`config.mk`:
```
export PLATFORM = sky130hd
export DESIGN_NAME = sce_guard_top
export DESIGN_NICKNAME = d
export VERILOG_FILES = /design/src/verilog/sce_pkg.sv /design/src/verilog/sce_owner_ctrl.sv /design/src/verilog/sce_trust_state.sv /design/src/verilog/sce_access_gate.sv /design/src/verilog/sce_guard_top.sv
export VERILOG_INCLUDE_DIRS = /design/src /design/src/include
export SDC_FILE = /design/constraint.sdc
export NUM_CORES = 1
export LEC_CHECK = 0
export BUFFER_PORTS_ARGS = -buffer_cell sky130_fd_sc_hd__buf_4
export CORE_ASPECT_RATIO = 1.4
export CORE_MARGIN = 8
export CORE_UTILIZATION = 40
export CTS_CLUSTER_DIAMETER = 30
export DETAILED_ROUTE_END_ITERATION = 8
export PLACE_DENSITY = 0.82
export SYNTH_ARGS = -nofsm -noshare
export SYNTH_HDL_FRONTEND = slang
export SYNTH_SLANG_ARGS = --single-unit
```
`constraint.sdc`:
```
create_clock -name clk -period 2 [get_ports clk]
set_clock_uncertainty 0.1 [all_clocks]
set_input_delay 0.2 -clock clk [delete_from_list [all_inputs] [get_ports clk]]
set_output_delay 0.2 -clock clk [all_outputs]
set_load 0.02 [all_outputs]
```
`src/include/sce_defs.svh`:
```
// ------------------------------
// SCE guard sizes, IDs and timing constants
// ------------------------------

`ifndef SCE_DEFS_SVH
`define SCE_DEFS_SVH

// Width of one core's user-privilege word
`define SCE_CORE_USER_W 8

// Trust vector size, top bit is tied to 1
`define SCE_TS_COUNT 128

// HMAC key ID and request key slot widths
`define SCE_KEY_ID_W 10
`define SCE_SLOT_W 7

// Bus master IDs of the two cores
`define SCE_MID_W 4
`define SCE_MID_CM7 4'h1
`define SCE_MID_VEX 4'h4

// Cycles after reset release until the one-time RAM clear
`define SCE_RAMCLR_STEPS 3

`endif

```
`src/verilog/sce_pkg.sv`:
```
// ------------------------------
// SCE guard shared types
// ------------------------------

`default_nettype none

`include "sce_defs.svh"

package sce_pkg;

    // One core's user-privilege word
    typedef logic [`SCE_CORE_USER_W-1:0] core_user_t;

    // Decoded engine mode, sec covers both encodings 2 and 3
    typedef struct packed {
        logic non;
        logic xls;
        logic sec;
    } sce_mode_t;

    // Locked owner: sel 0 is CM7, sel 1 is Vex
    typedef struct packed {
        logic       sel;
        core_user_t user;
    } sce_owner_t;

    // One strobed bus request, 77 bits
    typedef struct packed {
        logic                   valid;
        logic [`SCE_MID_W-1:0]  mid;
        logic                   write;
        logic [`SCE_SLOT_W-1:0] key_slot;
        logic [31:0]            addr;
        logic [31:0]            wdata;
    } sce_bus_req_t;

    // HMAC verdict strobes with the key they apply to
    typedef struct packed {
        logic                     pass;
        logic                     fail;
        logic [`SCE_KEY_ID_W-1:0] kid;
    } sce_hmac_t;

    typedef logic [`SCE_TS_COUNT-1:0] sce_trust_t;

endpackage

`default_nettype wire

```
`src/verilog/sce_owner_ctrl.sv`:
```
// ------------------------------
// SCE owner control: mode decode, owner lock,
// engine reset and one-time RAM clear
// ------------------------------

`timescale 1ns/100ps
`default_nettype none

`include "sce_defs.svh"

module sce_owner_ctrl (
    input  bit                    clk,
    input  bit                    reset,
    input  bit [1:0]              sce_mode,
    input  bit [1:0]              dev_mode,
    input  sce_pkg::core_user_t   core_user_cm7,
    input  sce_pkg::core_user_t   core_user_vex,
    input  sce_pkg::sce_bus_req_t bus_req,
    input  bit                    ar_reset,
    input  bit                    ar_clrram,
    output sce_pkg::sce_mode_t    mode,
    output sce_pkg::sce_owner_t   owner,
    output bit                    engine_reset_n,
    output bit                    ram_clear
);

    import sce_pkg::*;

    logic [1:0] prev_mode;
    logic       lock_evt;
    logic       mode_quit;
    logic       req_cm7;
    logic       req_vex;
    sce_owner_t cand;

    // Init flags fill with ones from the bottom after reset
    logic [`SCE_RAMCLR_STEPS:0] init_flags;

    // Mode decode
    assign mode.non = (sce_mode == 2'd0);
    assign mode.xls = (sce_mode == 2'd1);
    assign mode.sec = sce_mode[1];

    always_ff @(posedge clk) begin
        if (reset) begin
            prev_mode <= 2'd0;
        end else begin
            prev_mode <= sce_mode;
        end
    end

    // Leaving open mode locks the owner
    assign lock_evt = (prev_mode == 2'd0) && (sce_mode != prev_mode);

    // Leaving any other mode resets the engine
    assign mode_quit = !dev_mode[1] && (prev_mode != 2'd0) && (sce_mode != prev_mode);

    // Owner candidate follows the last core that addressed the engine
    assign req_cm7 = bus_req.valid && (bus_req.mid == `SCE_MID_CM7);
    assign req_vex = bus_req.valid && (bus_req.mid == `SCE_MID_VEX);

    always_ff @(posedge clk) begin
        if (reset) begin
            cand <= '0;
        end else if (req_cm7) begin
            cand.sel  <= 1'b0;
            cand.user <= core_user_cm7;
        end else if (req_vex) begin
            cand.sel  <= 1'b1;
            cand.user <= core_user_vex;
        end
    end

    always_ff @(posedge clk) begin
        if (reset) begin
            owner <= '0;
        end else if (lock_evt) begin
            owner <= cand;
        end
    end

    assign engine_reset_n = !(mode_quit || ar_reset);

    always_ff @(posedge clk) begin
        if (reset) begin
            init_flags <= '0;
        end else begin
            init_flags <= {init_flags[`SCE_RAMCLR_STEPS-1:0], 1'b1};
        end
    end

    // One pulse when the low flags are full but the top one is not yet set
    assign ram_clear = (init_flags == {1'b0, {`SCE_RAMCLR_STEPS{1'b1}}}) || ar_clrram;

endmodule

`default_nettype wire

```
`src/verilog/sce_trust_state.sv`:
```
// ------------------------------
// SCE trust vector, per-key bits set or
// cleared by HMAC verdicts in secure mode
// ------------------------------

`timescale 1ns/100ps
`default_nettype none

`include "sce_defs.svh"

module sce_trust_state (
    input  bit                  clk,
    input  bit                  reset,
    input  sce_pkg::sce_mode_t  mode,
    input  sce_pkg::sce_hmac_t  hmac,
    output sce_pkg::sce_trust_t trust
);

    // Only the lower bits are stored
    logic [`SCE_TS_COUNT-2:0] ts_q;

    always_ff @(posedge clk) begin
        if (reset) begin
            ts_q <= '0;
        end else if (mode.sec) begin
            for (int k = 0; k < `SCE_TS_COUNT - 1; k++) begin
                // Pass wins when both strobes hit the same key
                if (hmac.kid == k) begin
                    if (hmac.pass) begin
                        ts_q[k] <= 1'b1;
                    end else if (hmac.fail) begin
                        ts_q[k] <= 1'b0;
                    end
                end
            end
        end
    end

    // Top bit always trusted
    assign trust = {1'b1, ts_q};

endmodule

`default_nettype wire

```
`src/verilog/sce_access_gate.sv`:
```
// ------------------------------
// SCE access gate: owner and trust check,
// forwards or blocks each bus request
// ------------------------------

`timescale 1ns/100ps
`default_nettype none

`include "sce_defs.svh"

module sce_access_gate (
    input  sce_pkg::sce_mode_t    mode,
    input  sce_pkg::sce_owner_t   owner,
    input  sce_pkg::core_user_t   core_user_cm7,
    input  sce_pkg::core_user_t   core_user_vex,
    input  sce_pkg::sce_trust_t   trust,
    input  bit                    dev_mode0,
    input  sce_pkg::sce_bus_req_t bus_req,
    output sce_pkg::sce_bus_req_t bus_fwd,
    output bit                    bus_lock
);

    import sce_pkg::*;

    core_user_t            cur_user;
    logic [`SCE_MID_W-1:0] owner_mid;
    logic                  mid_match;
    logic                  user_match;
    logic                  trust_ok;
    logic                  enable;

    // Master ID and live user word of the locked core
    assign owner_mid = owner.sel ? `SCE_MID_VEX : `SCE_MID_CM7;
    assign cur_user  = owner.sel ? core_user_vex : core_user_cm7;

    assign mid_match  = (bus_req.mid == owner_mid);

    // Core may have dropped privilege since the lock
    assign user_match = (cur_user == owner.user);

    // Secure mode also needs the key slot to be trusted
    assign trust_ok = !mode.sec || trust[bus_req.key_slot];

    assign enable = mode.non || (mid_match && user_match && trust_ok);

    // Blocked request keeps its fields, only valid drops
    always_comb begin
        bus_fwd       = bus_req;
        bus_fwd.valid = bus_req.valid && enable;
    end

    // Lock flag is masked in development mode
    assign bus_lock = dev_mode0 ? 1'b0 : !enable;

endmodule

`default_nettype wire

```
`src/verilog/sce_guard_top.sv`:
```
// ------------------------------
// SCE guard top level
// ------------------------------

`timescale 1ns/100ps
`default_nettype none

module sce_guard_top (
    input  bit                    clk,
    input  bit                    reset,
    input  bit [1:0]              dev_mode,
    input  bit [1:0]              sce_mode,
    input  sce_pkg::core_user_t   core_user_cm7,
    input  sce_pkg::core_user_t   core_user_vex,
    input  sce_pkg::sce_bus_req_t bus_req,
    input  sce_pkg::sce_hmac_t    hmac,
    input  bit                    ar_reset,
    input  bit                    ar_clrram,
    output sce_pkg::sce_bus_req_t bus_fwd,
    output bit                    bus_lock,
    output sce_pkg::sce_owner_t   owner,
    output sce_pkg::sce_mode_t    mode,
    output sce_pkg::sce_trust_t   trust,
    output bit                    engine_reset_n,
    output bit                    ram_clear
);

    sce_owner_ctrl u_owner_ctrl (
        .clk            (clk),
        .reset          (reset),
        .sce_mode       (sce_mode),
        .dev_mode       (dev_mode),
        .core_user_cm7  (core_user_cm7),
        .core_user_vex  (core_user_vex),
        .bus_req        (bus_req),
        .ar_reset       (ar_reset),
        .ar_clrram      (ar_clrram),
        .mode           (mode),
        .owner          (owner),
        .engine_reset_n (engine_reset_n),
        .ram_clear      (ram_clear)
    );

    sce_trust_state u_trust_state (
        .clk   (clk),
        .reset (reset),
        .mode  (mode),
        .hmac  (hmac),
        .trust (trust)
    );

    // Gate sees owner and trust as they stand this cycle
    sce_access_gate u_access_gate (
        .mode          (mode),
        .owner         (owner),
        .core_user_cm7 (core_user_cm7),
        .core_user_vex (core_user_vex),
        .trust         (trust),
        .dev_mode0     (dev_mode[0]),
        .bus_req       (bus_req),
        .bus_fwd       (bus_fwd),
        .bus_lock      (bus_lock)
    );

endmodule

`default_nettype wire

```
; Word-level counts from Yosys, hierarchy flattened
; Index checks and enable logic that the tools add are counted.
[classes]
n_lt_le_gt_ge = 1
eq_ne = 133
muxes = 10
n_reduce_logical = 150
[op_table]
columns = operator, count
row1 = $eq 10x7->1 const B, 63
row2 = $reduce_and 3->1, 127
row3 = $eq 10x6->1 const B, 32
row4 = $eq 10x5->1 const B, 16
row5 = $eq 10x4->1 const B, 8
row6 = $eq 10x3->1 const B, 4
row7 = $mux 8, 3
row8 = $eq 10x2->1 const B, 2
row9 = $eq 10x1->1 const B, 1
row10 = $logic_not 10->1, 1
row11 = $eq 4x3->1 const B, 2
row12 = $eq 8x8->1, 1
row13 = $logic_and 1x1->1, 8
row14 = $lt 7x8->1 const B, 1
row15 = $bmux 1 s7, 1
row16 = $reduce_bool 2->1, 3
row17 = $mux 1, 5
row18 = $eq 4x1->1 const B, 1
row19 = $eq 4x4->1, 1
row20 = $logic_not 1->1, 4
row21 = $logic_not 2->1, 2
row22 = $logic_or 1x1->1, 4
row23 = $mux 3, 1
row24 = $eq 2x1->1 const B, 1
row25 = other kinds (2), 2
[word_totals]
ff_bits = 151
input_bits = 113
out_inout_bits = 220
word_cells = 428

; Logic depth before layout (Yosys ltp)
[logic_depth]
ltp_word = 7
mapped_depth = 8
mapped_depth_nobuf = 5

; By module
; Synthesis repeated with hierarchy kept, for this count alone.
[unflattened]
hier_cells = 934
area_unflattened_um2 = 9088.7
[modules_own_cells]
columns = module, n_inst, cells_per_inst, area_per_inst_um2, seq_area_each_um2
row1 = sce_trust_state, 1, 620, 6149.6, 2542.4
row2 = sce_access_gate, 1, 215, 1991.9, 0.0
row3 = sce_owner_ctrl, 1, 99, 947.2, 480.5

; Worst setup path before layout
; OpenSTA, ideal clock, no wires.
[synth_timing]
kind = flip-flop to output port
start = reg u_owner_ctrl.owner[8] (netlist name)
end = out bus_fwd[76] (netlist bit)
arrival_time_ns = 2.798
required_ns = 1.700
setup_slack_ns = -1.098
stages_incl_launch_ff = 7
path_buffers = 1
path_cell_list = dfxtp_1 clkbuf_1 mux2i_1 xnor2_1 nor4_1 a31oi_1 a2111oi_0
[synth_lines]
columns = item, line
row1 = to (decl), sce_guard_top.sv:19  ; output sce_pkg::sce_bus_req_t bus_fwd,

==> flow_summary_export.csv <==
group,metric,value,unit
place,place_ws,-622,ps
floorplanning,fp.dieW,137,um
final_layout,nFillCells,1748,
floorplanning,coreArea,20400,um^2
drt,drtIter0Drc,899,
power_and_ir_drop,powerDensity,614,nW/um^2
clock_network,clk_latency,430,ps
run,drv_cap,0,
timing,finalWorstSetupSlack,-831,ps
clock_network,cts_sinks,151,
drt,wl_met3,3.68,mm
worst_setup_path,required,1700,ps
logic_synthesis,yosysSeqAreaShare,36.6,%
final_layout,ff_latch_area,3040,um^2
logic_synthesis,syn-cell-area,8260,um^2
outcome,violations,"setup timing",
clock_network,clkTransAtPathRegs,70,ps
final_layout,multi_input_area,4320,um^2
drt,dr_wl_met2,16.3,mm
floorplanning,die_h,186,um
timing,tightest_slew,1030,ps
drt,drtPass1Iterations,8,
grt,grt_max_degree,128,
final_layout,drive_above_1_share,36.4,%
final_layout,num-nets-final,1423,
logic_synthesis,synth_cell_types,51,
logic_synthesis,synth_nets,1172,
power_and_ir_drop,power_leakage,4.60,nW
floorplanning,initial_core_util,40.5,%
grt,track_usage,25.5,%
final_layout,syn2layout_area_growth,39.3,%
floorplanning,boundaryPins,333,
timing,slew_viol_final,0,
timing,grt_setup_unrepaired,"yes",
clock_network,cts_root_buffer,"clkbuf_16",
worst_setup_path,cp-start-kind,"flip-flop",
drt,ant_nets,0,
drt,avgRoutedWirePerCell,21.0,um
drt,viasPerCell,5.66,
power_and_ir_drop,finalPower,7.06,mW
timing,final.period_utilization,142,%
outcome,status,"finished, violations left",
timing,fin_crit,2830,ps
logic_synthesis,async_reset_ff_share,0,%
worst_setup_path,r2r_start,"u_owner_ctrl.prev_mode[1]$_SDFF_PP0_",
worst_setup_path,endpoint_kind,"output port",
drt,top_layer,"met4",
clock_network,cts_made_buffers,17,
worst_setup_path,cp_max_fo,2,
drt,drcViolationCount,0,
logic_synthesis,synth_enable_flop_cells,0,
place,gp_congestion,0.951,
grt,grt_overflow,0,
clock_network,cts.htree.levels,4,
place,dpl.hpwl,24.6,mm
timing,setup_viol,2,
place,port_buffers,201,
drt,vias,8952,
timing,relSlewSlack,31.0,%
logic_synthesis,yosysWarnings,0,
worst_setup_path,crit_path_start,"u_trust_state.ts_q[115]$_SDFFE_PP0P_",
clock_network,cts_tree,"yes",
logic_synthesis,syn-instance-count,1059,
hold_path,min_path_type,"input pin to flip-flop",
timing,finalHoldViolCount,0,
floorplanning,floorplan.rows,62,
drt,drt-total-wl,33.2,mm
clock_network,cts.path.max_buffers,2,
drt,wl_met1,10.2,mm
logic_synthesis,synth_seq_cells,151,
worst_setup_path,crit_type,"flip-flop to output port",
worst_setup_path,critPathArrivalTime,2530,ps
grt,grt_pass1_vias,8845,
logic_synthesis,synth_ff_type,"dfxtp_1",
timing,timing.fmax,353,MHz
power_and_ir_drop,ir_drop,596,uV
hold_path,hold_start,"core_user_vex[3]",
grt,antenna_found_initial,2,
floorplanning,fp.dieArea,25600,um^2
grt,grt_pass1_wl,49.2,mm
logic_synthesis,syn_area_per_cell,7.80,um^2
per-stage QoR:
stage	instances	TNS, ps	area (um^2)	utilization [%]	hold slack [ps]
global placement	1539	-1730	10800	52.8	300
CTS	1579	-1670	11500	56.3	20.3
finish	1581	-1630	11500	56.4	32.6
global route	1581	-1690	11500	56.4	53.9
floorplan	1059	-572	8290	-	229
detailed placement	1539	-5560	10800	52.8	300
synth_stat cells (all sizes together) (2+ instances only):
master	instances	share of area, %
a311oi	3	0.39
buf	113	9.4
a22oi	7	0.64
nand2b	9	0.68
nor2	33	1.5
inv	11	0.50
mux2i	24	2.9
mux4	28	7.9
a211oi	9	0.82
mux2	3	0.41
nand3	127	7.7
nor4	9	1.7
xnor2	7	0.74
nor2b	8	0.61
nand2	284	13
a31oi	4	0.30
o211ai	3	0.27
nor3b	2	0.18
nand4b	2	0.21
o21ai	3	0.18
dfxtp	151	37
nor4b	2	0.47
or3	2	0.15
a21oi	135	8.2
nor3	9	0.55
clkbuf	54	2.5
placed cells by master (no fill, tap or decap), types with 3 or more instances in the layout:
cell type	count
xnor2_1	7
clkbuf_16	17
dfxtp_1	142
clkinvlp_4	3
a22oi_1	7
mux4_1	3
dfxtp_2	8
buf_12	13
buf_4	377
nand3_1	127
nor4_2	3
clkinv_4	4
nand2b_1	9
nor3_2	5
nor3_1	4
a21oi_1	135
nor2_1	33
bufinv_16	3
o21ai_0	3
o211ai_1	3
nand2_1	284
a31oi_1	4
mux2i_1	24
a211oi_1	9
nor4_4	6
dlygate4sd3_1	8
mux4_2	25
nor2b_1	8
inv_1	11
flip-flops by register name, indices dropped and copies added (netlist names):
register                 count
u_owner_ctrl.cand            9
u_trust_state.ts_q         127
u_owner_ctrl.prev_mode       2
u_owner_ctrl.init_flags      4
u_owner_ctrl.owner           9
logic make-up after synthesis:
kind of cell           share of synthesized area (%)
XOR/XNOR                                       0.848
flip-flops                                      36.6
AO/OA/AOI/OAI                                   11.9
buffers and inverters                           12.4
other                                         0.0454
multiplexers                                    11.2
AND/OR/NAND/NOR                                 27.1
power by group:
part	leakage [nW]	total [mW]	internal (mW)	switching [mW]
registers	1.22	3.03	3.02	0.0101
logic	3.09	0.700	0.277	0.423
clock network	0.287	3.33	1.97	1.36
total	4.60	7.06	5.27	1.79
layout make-up:
cell class	count	share of cell area (%)
Multi-Input combinational cell	730	37.5
Sequential cell	151	26.4
Clock buffer	18	3.73
Timing Repair Buffer	399	27.6
Clock inverter	14	1.52
Tap cell	256	2.78
Inverter	11	0.359
Antenna cell	2	0.0435
worst max-delay path, cell delays in order, from the launching register on:
cell and delay [ps]:
dfxtp_2 320, mux4_2 460, mux2_4 290, or3_4 380, a311oi_4 230, buf_4 170
a2111oi_4 70, buf_4 170
worst paths after layout:
path	end	slack (ps)	cells past startpoint
max	bus_fwd[76]	-830	7
min reg2reg	u_owner_ctrl.owner[8]$_SDFFE_PP0P_	340	2
min	u_owner_ctrl.cand[3]$_SDFFE_PP0P_	30	3
max reg2reg	u_owner_ctrl.owner[0]$_SDFFE_PP0P_	370	3
what timing repair did:
action                                 4_1_cts  5_1_grt
resized for setup                            6        3
endpoints found under the hold margin        8        0
hold buffers                                 8        0
setup buffers                                0        0
setup endpoints to repair                    2        2
pin swaps                                    1        1
layer usage:
metal,up-vias,track usage [%]
met2,534,42.8
li1,4046,-
met4,0,24.1
met5,-,0
met1,4181,24.9
met3,191,7.00
Note: power is estimated with default switching activity, not from simulation.
